$ cat config.mk
export PLATFORM = sky130hd
export DESIGN_NAME = rv_core
export DESIGN_NICKNAME = d
export VERILOG_FILES = /design/src/rv_isa_pkg.sv /design/src/rv_bus_pkg.sv /design/src/rv_core.sv /design/src/rv_lsu.sv /design/src/rv_alu.sv /design/src/rv_register_file.sv /design/src/rv_decoder.sv /design/src/rv_fetch.sv
export VERILOG_INCLUDE_DIRS = /design/src
export SDC_FILE = /design/constraint.sdc
export NUM_CORES = 2
export LEC_CHECK = 0
export BUFFER_PORTS_ARGS = -buffer_cell sky130_fd_sc_hd__buf_4
export CORE_MARGIN = 2
export CORE_UTILIZATION = 49
export DETAILED_ROUTE_END_ITERATION = 12
export PLACE_DENSITY = 0.67
export SLEW_MARGIN = 30
export SYNTH_ARGS = -nofsm -noshare
export SYNTH_HDL_FRONTEND = slang
export SYNTH_SLANG_ARGS = --single-unit
$ cat constraint.sdc
create_clock -name clk -period 9.37 [get_ports clk]
set_clock_uncertainty 0.1 [all_clocks]
set_input_delay 1.4055 -clock clk [delete_from_list [all_inputs] [get_ports clk]]
set_output_delay 1.4055 -clock clk [all_outputs]
set_load 0.02 [all_outputs]
$ cat src/rv_config.svh
`ifndef RV_CONFIG_SVH
`define RV_CONFIG_SVH

// data and address width
`define RV_XLEN 32

// architectural registers, x0 included
`define RV_REG_COUNT 32

// first fetch address after reset
`define RV_RESET_PC 32'h0000_0000

`endif
$ cat src/rv_isa_pkg.sv
`include "rv_config.svh"

package rv_isa_pkg;

  typedef logic [`RV_XLEN-1:0] rv_word_t;
  typedef logic [`RV_XLEN-1:0] rv_addr_t;
  typedef logic [$clog2(`RV_REG_COUNT)-1:0] rv_reg_idx_t;

  // major opcodes kept by the core
  typedef enum logic [6:0] {
    OPC_OP     = 7'b0110011,
    OPC_OP_IMM = 7'b0010011,
    OPC_LUI    = 7'b0110111,
    OPC_LOAD   = 7'b0000011,
    OPC_STORE  = 7'b0100011,
    OPC_JAL    = 7'b1101111,
    OPC_JALR   = 7'b1100111,
    OPC_BRANCH = 7'b1100011
  } rv_opcode_e;

  typedef enum logic [3:0] {
    ALU_ADD    = 4'd0,
    ALU_SUB    = 4'd1,
    ALU_SLL    = 4'd2,
    ALU_SLT    = 4'd3,
    ALU_SLTU   = 4'd4,
    ALU_XOR    = 4'd5,
    ALU_SRL    = 4'd6,
    ALU_SRA    = 4'd7,
    ALU_OR     = 4'd8,
    ALU_AND    = 4'd9,
    // LUI result is the immediate itself
    ALU_PASS_B = 4'd10
  } rv_alu_op_e;

  typedef enum logic [1:0] {
    WB_ALU  = 2'd0,
    WB_MEM  = 2'd1,
    WB_LINK = 2'd2
  } rv_wb_sel_e;

  typedef struct packed {
    rv_reg_idx_t rs1;
    rv_reg_idx_t rs2;
    rv_reg_idx_t rd;
    rv_alu_op_e  alu_op;
    rv_word_t    imm;
    logic        use_imm;
    logic        reg_write;
    rv_wb_sel_e  wb_sel;
    logic        is_load;
    logic        is_store;
    logic        is_branch;
    // BNE when set, BEQ otherwise
    logic        branch_ne;
    logic        is_jal;
    logic        is_jalr;
  } rv_decoded_t;

endpackage

$ cat src/rv_bus_pkg.sv
package rv_bus_pkg;

  // wishbone classic, master to slave
  typedef struct packed {
    logic               cyc;
    logic               stb;
    logic               we;
    rv_isa_pkg::rv_addr_t adr;
    rv_isa_pkg::rv_word_t dat;
  } wb_req_t;

  // slave to master
  typedef struct packed {
    logic               ack;
    rv_isa_pkg::rv_word_t dat;
  } wb_rsp_t;

endpackage

$ cat src/rv_core.sv
`timescale 1ns/100ps
`include "rv_config.svh"

module rv_core (
  input  logic                 clk,
  input  logic                 reset,
  output rv_isa_pkg::rv_addr_t imem_addr,
  input  rv_isa_pkg::rv_word_t imem_data,
  output rv_bus_pkg::wb_req_t  wb_req,
  input  rv_bus_pkg::wb_rsp_t  wb_rsp
);
  import rv_isa_pkg::*;

  rv_decoded_t dec;
  rv_addr_t    pc;
  rv_addr_t    pc_plus_4;
  rv_word_t    rs1_data;
  rv_word_t    rs2_data;
  rv_word_t    alu_b;
  rv_word_t    alu_result;
  logic        alu_zero;
  rv_word_t    load_data;
  rv_word_t    write_data;
  logic        stall;

  assign imem_addr = pc;

  rv_fetch fetch_i (
    .clk       (clk),
    .reset     (reset),
    .dec       (dec),
    .alu_zero  (alu_zero),
    .alu_result(alu_result),
    .stall     (stall),
    .pc        (pc),
    .pc_plus_4 (pc_plus_4)
  );

  rv_decoder decoder_i (
    .instr(imem_data),
    .dec  (dec)
  );

  rv_register_file register_file_i (
    .clk         (clk),
    .reset       (reset),
    .rs1         (dec.rs1),
    .rs2         (dec.rs2),
    .rd          (dec.rd),
    .write_enable(dec.reg_write && !stall),
    .write_data  (write_data),
    .rs1_data    (rs1_data),
    .rs2_data    (rs2_data)
  );

  assign alu_b = dec.use_imm ? dec.imm : rs2_data;

  rv_alu alu_i (
    .a     (rs1_data),
    .b     (alu_b),
    .op    (dec.alu_op),
    .result(alu_result),
    .zero  (alu_zero)
  );

  // address comes from rs1 + imm through the alu
  rv_lsu lsu_i (
    .clk       (clk),
    .reset     (reset),
    .dec       (dec),
    .addr      (alu_result),
    .store_data(rs2_data),
    .wb_req    (wb_req),
    .wb_rsp    (wb_rsp),
    .stall     (stall),
    .load_data (load_data)
  );

  always_comb begin
    case (dec.wb_sel)
      WB_MEM:  write_data = load_data;
      WB_LINK: write_data = pc_plus_4;
      default: write_data = alu_result;
    endcase
  end

endmodule

$ cat src/rv_lsu.sv
`timescale 1ns/100ps
`include "rv_config.svh"

module rv_lsu (
  input  logic                    clk,
  input  logic                    reset,
  input  rv_isa_pkg::rv_decoded_t dec,
  input  rv_isa_pkg::rv_addr_t    addr,
  input  rv_isa_pkg::rv_word_t    store_data,
  output rv_bus_pkg::wb_req_t     wb_req,
  input  rv_bus_pkg::wb_rsp_t     wb_rsp,
  output logic                    stall,
  output rv_isa_pkg::rv_word_t    load_data
);
  import rv_isa_pkg::*;

  typedef enum logic [1:0] {
    LSU_IDLE,
    LSU_BUS,
    LSU_DONE
  } lsu_state_e;

  lsu_state_e state;
  logic       mem_op;
  logic       req_we;
  rv_addr_t   req_adr;
  rv_word_t   req_dat;

  assign mem_op = dec.is_load || dec.is_store;

  always_ff @(posedge clk) begin
    if (reset) begin
      state <= LSU_IDLE;
    end else begin
      case (state)
        LSU_IDLE: if (mem_op) state <= LSU_BUS;
        LSU_BUS:  if (wb_rsp.ack) state <= LSU_DONE;
        default:  state <= LSU_IDLE;
      endcase
    end
  end

  // request is latched once, so it stays put until ack
  always_ff @(posedge clk) begin
    if (state == LSU_IDLE && mem_op) begin
      req_we  <= dec.is_store;
      req_adr <= addr;
      req_dat <= store_data;
    end
    if (state == LSU_BUS && wb_rsp.ack) begin
      load_data <= wb_rsp.dat;
    end
  end

  assign wb_req = '{
    cyc: (state == LSU_BUS),
    stb: (state == LSU_BUS),
    we:  req_we,
    adr: req_adr,
    dat: req_dat
  };

  // retire happens in DONE, one cycle after ack
  assign stall = mem_op && (state != LSU_DONE);

  // the stalled pc keeps the memory instruction in decode
  bus_holds_instr_a: assert property (@(posedge clk) disable iff (reset)
    wb_req.cyc |-> mem_op);

  req_stable_a: assert property (@(posedge clk) disable iff (reset)
    wb_req.cyc && !wb_rsp.ack |=> $stable(wb_req));

endmodule

$ cat src/rv_alu.sv
`timescale 1ns/100ps
`include "rv_config.svh"

module rv_alu (
  input  rv_isa_pkg::rv_word_t   a,
  input  rv_isa_pkg::rv_word_t   b,
  input  rv_isa_pkg::rv_alu_op_e op,
  output rv_isa_pkg::rv_word_t   result,
  output logic                   zero
);
  import rv_isa_pkg::*;

  logic [$clog2(`RV_XLEN)-1:0] shamt;

  assign shamt = b[$clog2(`RV_XLEN)-1:0];

  always_comb begin
    case (op)
      ALU_ADD:    result = a + b;
      ALU_SUB:    result = a - b;
      ALU_SLL:    result = a << shamt;
      ALU_SLT:    result = rv_word_t'($signed(a) < $signed(b));
      ALU_SLTU:   result = rv_word_t'(a < b);
      ALU_XOR:    result = a ^ b;
      ALU_SRL:    result = a >> shamt;
      ALU_SRA:    result = rv_word_t'($signed(a) >>> shamt);
      ALU_OR:     result = a | b;
      ALU_AND:    result = a & b;
      ALU_PASS_B: result = b;
      default:    result = a + b;
    endcase
  end

  // used by BEQ and BNE
  assign zero = (result == '0);

endmodule

$ cat src/rv_register_file.sv
`timescale 1ns/100ps
`include "rv_config.svh"

module rv_register_file (
  input  logic                    clk,
  input  logic                    reset,
  input  rv_isa_pkg::rv_reg_idx_t rs1,
  input  rv_isa_pkg::rv_reg_idx_t rs2,
  input  rv_isa_pkg::rv_reg_idx_t rd,
  input  logic                    write_enable,
  input  rv_isa_pkg::rv_word_t    write_data,
  output rv_isa_pkg::rv_word_t    rs1_data,
  output rv_isa_pkg::rv_word_t    rs2_data
);
  import rv_isa_pkg::*;

  rv_word_t regs [`RV_REG_COUNT];

  assign rs1_data = regs[rs1];
  assign rs2_data = regs[rs2];

  // x0 is never written so it keeps its reset value
  always_ff @(posedge clk) begin
    if (reset) begin
      for (int i = 0; i < `RV_REG_COUNT; i++) begin
        regs[i] <= '0;
      end
    end else if (write_enable && rd != '0) begin
      regs[rd] <= write_data;
    end
  end

  x0_zero_a: assert property (@(posedge clk) disable iff (reset)
    (rs1 == '0 |-> rs1_data == '0) and (rs2 == '0 |-> rs2_data == '0));

endmodule

$ cat src/rv_decoder.sv
`timescale 1ns/100ps
`include "rv_config.svh"

module rv_decoder (
  input  rv_isa_pkg::rv_word_t    instr,
  output rv_isa_pkg::rv_decoded_t dec
);
  import rv_isa_pkg::*;

  rv_word_t   imm_i;
  rv_word_t   imm_s;
  rv_word_t   imm_b;
  rv_word_t   imm_j;
  rv_word_t   imm_u;
  logic [2:0] funct3;
  logic       funct7_b5;

  function automatic rv_alu_op_e alu_op_of(input logic [2:0] f3, input logic alt);
    case (f3)
      3'b000:  return alt ? ALU_SUB : ALU_ADD;
      3'b001:  return ALU_SLL;
      3'b010:  return ALU_SLT;
      3'b011:  return ALU_SLTU;
      3'b100:  return ALU_XOR;
      3'b101:  return alt ? ALU_SRA : ALU_SRL;
      3'b110:  return ALU_OR;
      default: return ALU_AND;
    endcase
  endfunction

  assign funct3    = instr[14:12];
  assign funct7_b5 = instr[30];

  // sign-extended immediates, one per format
  assign imm_i = {{(`RV_XLEN-12){instr[31]}}, instr[31:20]};
  assign imm_s = {{(`RV_XLEN-12){instr[31]}}, instr[31:25], instr[11:7]};
  assign imm_b = {{(`RV_XLEN-13){instr[31]}}, instr[31], instr[7], instr[30:25],
                  instr[11:8], 1'b0};
  assign imm_j = {{(`RV_XLEN-21){instr[31]}}, instr[31], instr[19:12], instr[20],
                  instr[30:21], 1'b0};
  assign imm_u = {instr[31:12], 12'b0};

  always_comb begin
    dec        = '0;
    dec.rs1    = instr[19:15];
    dec.rs2    = instr[24:20];
    dec.rd     = instr[11:7];
    dec.alu_op = ALU_ADD;
    dec.wb_sel = WB_ALU;
    case (instr[6:0])
      OPC_OP: begin
        dec.alu_op    = alu_op_of(funct3, funct7_b5);
        dec.reg_write = 1'b1;
      end
      OPC_OP_IMM: begin
        // only the right shift reads funct7 here, ADDI has no SUB form
        dec.alu_op    = alu_op_of(funct3, funct7_b5 && (funct3 == 3'b101));
        dec.imm       = imm_i;
        dec.use_imm   = 1'b1;
        dec.reg_write = 1'b1;
      end
      OPC_LUI: begin
        dec.alu_op    = ALU_PASS_B;
        dec.imm       = imm_u;
        dec.use_imm   = 1'b1;
        dec.reg_write = 1'b1;
      end
      OPC_LOAD: begin
        dec.imm       = imm_i;
        dec.use_imm   = 1'b1;
        dec.reg_write = 1'b1;
        dec.wb_sel    = WB_MEM;
        dec.is_load   = 1'b1;
      end
      OPC_STORE: begin
        dec.imm      = imm_s;
        dec.use_imm  = 1'b1;
        dec.is_store = 1'b1;
      end
      OPC_JAL: begin
        dec.imm       = imm_j;
        dec.reg_write = 1'b1;
        dec.wb_sel    = WB_LINK;
        dec.is_jal    = 1'b1;
      end
      OPC_JALR: begin
        dec.imm       = imm_i;
        dec.use_imm   = 1'b1;
        dec.reg_write = 1'b1;
        dec.wb_sel    = WB_LINK;
        dec.is_jalr   = 1'b1;
      end
      OPC_BRANCH: begin
        dec.alu_op    = ALU_SUB;
        dec.imm       = imm_b;
        dec.is_branch = 1'b1;
        dec.branch_ne = funct3[0];
      end
      default: begin
        // retires as a no-op
      end
    endcase
  end

endmodule

$ cat src/rv_fetch.sv
`timescale 1ns/100ps
`include "rv_config.svh"

module rv_fetch (
  input  logic                    clk,
  input  logic                    reset,
  input  rv_isa_pkg::rv_decoded_t dec,
  input  logic                    alu_zero,
  input  rv_isa_pkg::rv_word_t    alu_result,
  input  logic                    stall,
  output rv_isa_pkg::rv_addr_t    pc,
  output rv_isa_pkg::rv_addr_t    pc_plus_4
);
  import rv_isa_pkg::*;

  rv_addr_t next_pc;
  logic     take_branch;

  assign pc_plus_4 = pc + rv_addr_t'(4);

  // branch compare comes from a SUB in the alu
  assign take_branch = dec.is_branch && (dec.branch_ne ? !alu_zero : alu_zero);

  always_comb begin
    if (dec.is_jalr) begin
      next_pc = {alu_result[`RV_XLEN-1:1], 1'b0};
    end else if (dec.is_jal || take_branch) begin
      next_pc = pc + dec.imm;
    end else begin
      next_pc = pc_plus_4;
    end
  end

  // pc holds while the lsu waits on the bus
  always_ff @(posedge clk) begin
    if (reset) begin
      pc <= `RV_RESET_PC;
    end else if (!stall) begin
      pc <= next_pc;
    end
  end

  pc_aligned_a: assert property (@(posedge clk) disable iff (reset) pc[1:0] == 2'b00);

endmodule

==> impl_metrics.ini <==
[clocking]
cts_inserted_buffers = 119
clkSinkCount = 1155
cts_tree = built
clock_path_buffers = 3
postCtsHoldBufs = 0
clock_latency_ns = 0.79
cts.repair_timing.setup_buffer_count = 0
clk_root_buffer_cell = clkbuf_16
clk_transition_reported_paths_ns = 0.06
cts_repair_resize_count = 0
htree_levels = 3

[worst_setup_path]
worstRegToRegCells = 26
path_max_fanout = 27
worstPathRequired_ns = 9.88
cp_common_cell = buf_4
timing.rr.start = register_file_i.regs[8][5]
worst-endpoint-arrival_ns = 9.38
worst-r2r-setup-slack_ns = 1.42
worst_path_max_delay_cell = a2111oi_0
path_class = in2reg
startpoint_type = input pin
crit-reg2reg-capture = fetch_i.pc[1]
slowest_delay_ns = 0.87
worst_setup_path_end_kind = flip-flop

[sta]
post-route-period-util_pct = 94.6
rsz0062_at_grt = no
setup-tns-final_ns = 0
setup_viol = 0
worst_slew_pin_slew_ns = 1.10
timing.max_slew.rel_slack_pct = 25.9
final_worst_path_period_need_ns = 8.87
holdWs_ns = 0.466
hold_viol = 0
clock.fmax_mhz = 113
maxSlewViolCount = 0

[detailed_routing]
detailedRoute.firstIterationViolations = 10800
drtPass1Iterations = 7
wl_met1_um = 115000
avgRoutedWirePerCell_um = 36.9
top_signal_layer_used = met5
final_antenna_net_count = 0
wl_um = 311000
met3RoutedLength_um = 45500
number_of_design_rule_violations_left_after_detail_routing = 0
detailroute.via_count = 59500
route.met2.wl_um = 130000
viasPerCell = 7.07

[synthesis]
synth-seq-area-share_pct = 49.4
synth.most_common_cell = nor2_1
synth-async-reset-ratio_pct = 0
ys_dominant_reg_cell = edfxtp_1
synth_area_per_cell_um2 = 11.4
yosys.area.top_type = edfxtp_1
synth_area_leaders = edfxtp_1 48%, mux4_2 12%, nor2_1 6.7%, mux2i_1 6.4%, ha_1 2.4%
synth_top_area_share_pct = 48.4
yosys_warnings = 0
post_synth_most_frequent_cells = 1233 x nor2_1, 1121 x edfxtp_1, 443 x mux2i_1, 370 x clkbuf_1, 358 x mux4_2
mappedNetlistArea_um2 = 69500
synth_cell_types = 107
synth-edff-count = 1121
post_synthesis_register_bit_count = 1155
syn-instance-count = 6116

[finish]
layout-drive-gt1-share_pct = 22.5
fin_nets = 6626
area_growth_syn_to_layout_pct = 15.0
post_layout_nonfiller_instances = 8420

[power_and_ir_drop]
max-vdd-ir-drop_mv = 0.186
p_seq_share_pct = 37.6
p_int_w = 0.0101
pleak_nw = 30.5
netSwitchingFraction_pct = 35.9
power.net_switching_w = 0.00569
combinationalPowerShare_pct = 30.5
power_density_nw_per_um2 = 198
clockPowerShare_pct = 31.8

[placed_design]
placed_cells_incl_taps = 8193
globalplace.congestion = 1.08
place.detailed.hpwl_um = 218000
placement.io_buffers = 165

[global_routing]
grt_max_degree = 55
globalRoute.totalOverflow = 0
number_of_global_route_vias_before_repair = 57000
grt_usage_pct = 42.0
number_of_antenna_violations_at_the_first_check_in_global_routing = 17
grt_first_pass_wirelength_um = 432000

[hold_path]
hold_path_startpoint = fetch_i.pc[0]
hold_class = reg2reg
hold_path_end = fetch_i.pc[0]
hold-path-cell-count = 2

[die]
io_pins = 166
chipHeight_um = 381
core.rowCount = 138
core_region_area_um2 = 141000
die_footprint_um2 = 145000
die_w_um = 381
start_util_pct = 49.2

[run]
maxCapViolCount = 0

[run_status]
run_status = completed
-- stage by stage --
step | setup slack, ns | total power [W] | utilization (%) | cell area [um^2]
detailed placement | 0.183 | 0.0107 | 53.7 | 75800
floorplan | 0.0216 | 0.00842 | - | 69600
global route | 0.441 | 0.0161 | 56.6 | 80000
finish | 0.503 | 0.0158 | 56.6 | 80000
CTS | 0.926 | 0.0156 | 56.6 | 79900
global placement | 0.0967 | 0.0107 | 53.6 | 75800
-- power by group through the flow --
| stage | logic, W | registers (W) | clock network, W |
|---|---|---|---|
| global placement | 0.00461 | 0.00605 | 0 |
| global route | 0.00490 | 0.00597 | 0.00522 |
| finish | 0.00484 | 0.00596 | 0.00504 |
| detailed placement | 0.00460 | 0.00606 | 0 |
| floorplan | 0.00240 | 0.00603 | 0 |
| CTS | 0.00462 | 0.00595 | 0.00502 |
-- worst max-delay path by stage --
stage	start	end	slack (ns)	cells past startpoint
3_5_place_dp	imem_data[20]	fetch_i.pc[30]	0.18	32
3_3_place_gp	imem_data[21]	fetch_i.pc[1]	0.1	32
4_1_cts	imem_data[20]	fetch_i.pc[30]	0.93	32
6_report	imem_data[20]	fetch_i.pc[1]	0.50	29
2_1_floorplan	imem_data[20]	fetch_i.pc[22]	0.02	29
5_1_grt	imem_data[0]	fetch_i.pc[14]	0.44	32
-- state kept, by name, indices dropped and copies added, names as in the netlist --
| name | cells |
|---|---|
| lsu_i.state | 2 |
| lsu_i.req_dat | 32 |
| lsu_i.load_data | 32 |
| fetch_i.pc | 32 |
| lsu_i.req_we | 1 |
| lsu_i.req_adr | 32 |
| register_file_i.regs | 1024 |
-- critical path: cells and delay by family --
family | cells | cell delay, ns
AND/OR/NAND/NOR | 6 | 1.48
adder cells (fa/ha/maj) | 1 | 0.26
multiplexers | 4 | 1.73
buffers and inverters | 8 | 1.66
XOR/XNOR | 1 | 0.26
AO/OA/AOI/OAI | 9 | 2.49
-- placed cells by master (no fill, tap or decap), drive strengths merged, types with 150 or more instances in the layout --
cell type / synthesis / layout
a22oi: 201 / 201
edfxtp: 1121 / 1121
o21ai: 193 / 193
mux2i: 446 / 446
a21oi: 190 / 190
nor2: 1234 / 1234
inv: 148 / 150
buf: 181 / 707
mux4: 358 / 358
nand2: 342 / 342
-- layout make-up --
cell class | count | area, um^2
clock inverters | 97 | 1050
clock buffers | 129 | 3060
fillers | 11900 | 61300
multi-input cells | 4290 | 32900
inverters | 151 | 569
repair buffers | 707 | 5690
flip-flops and latches | 1155 | 34300
diodes | 1 | 2.50
well taps | 1890 | 2360
-- layer usage --
metal	track usage, %	vias to the layer above
met4	22.8	18
met5	0	-
met1	56.7	29600
li1	-	23800
met2	60.0	5141
met3	13.6	962
-- cells by family after synthesis --
kind of cell             after synthesis  share of synthesized area [%]
multiplexers                         827                           18.4
XOR/XNOR                              82                           1.03
other                                  1                        0.00539
adder cells (fa/ha/maj)              135                           2.46
AO/OA/AOI/OAI                       1182                           12.0
buffers and inverters                702                           4.23
flip-flops                          1155                           49.4
AND/OR/NAND/NOR                     2032                           12.4
No activity file was read; power rests on OpenSTA's default activity.
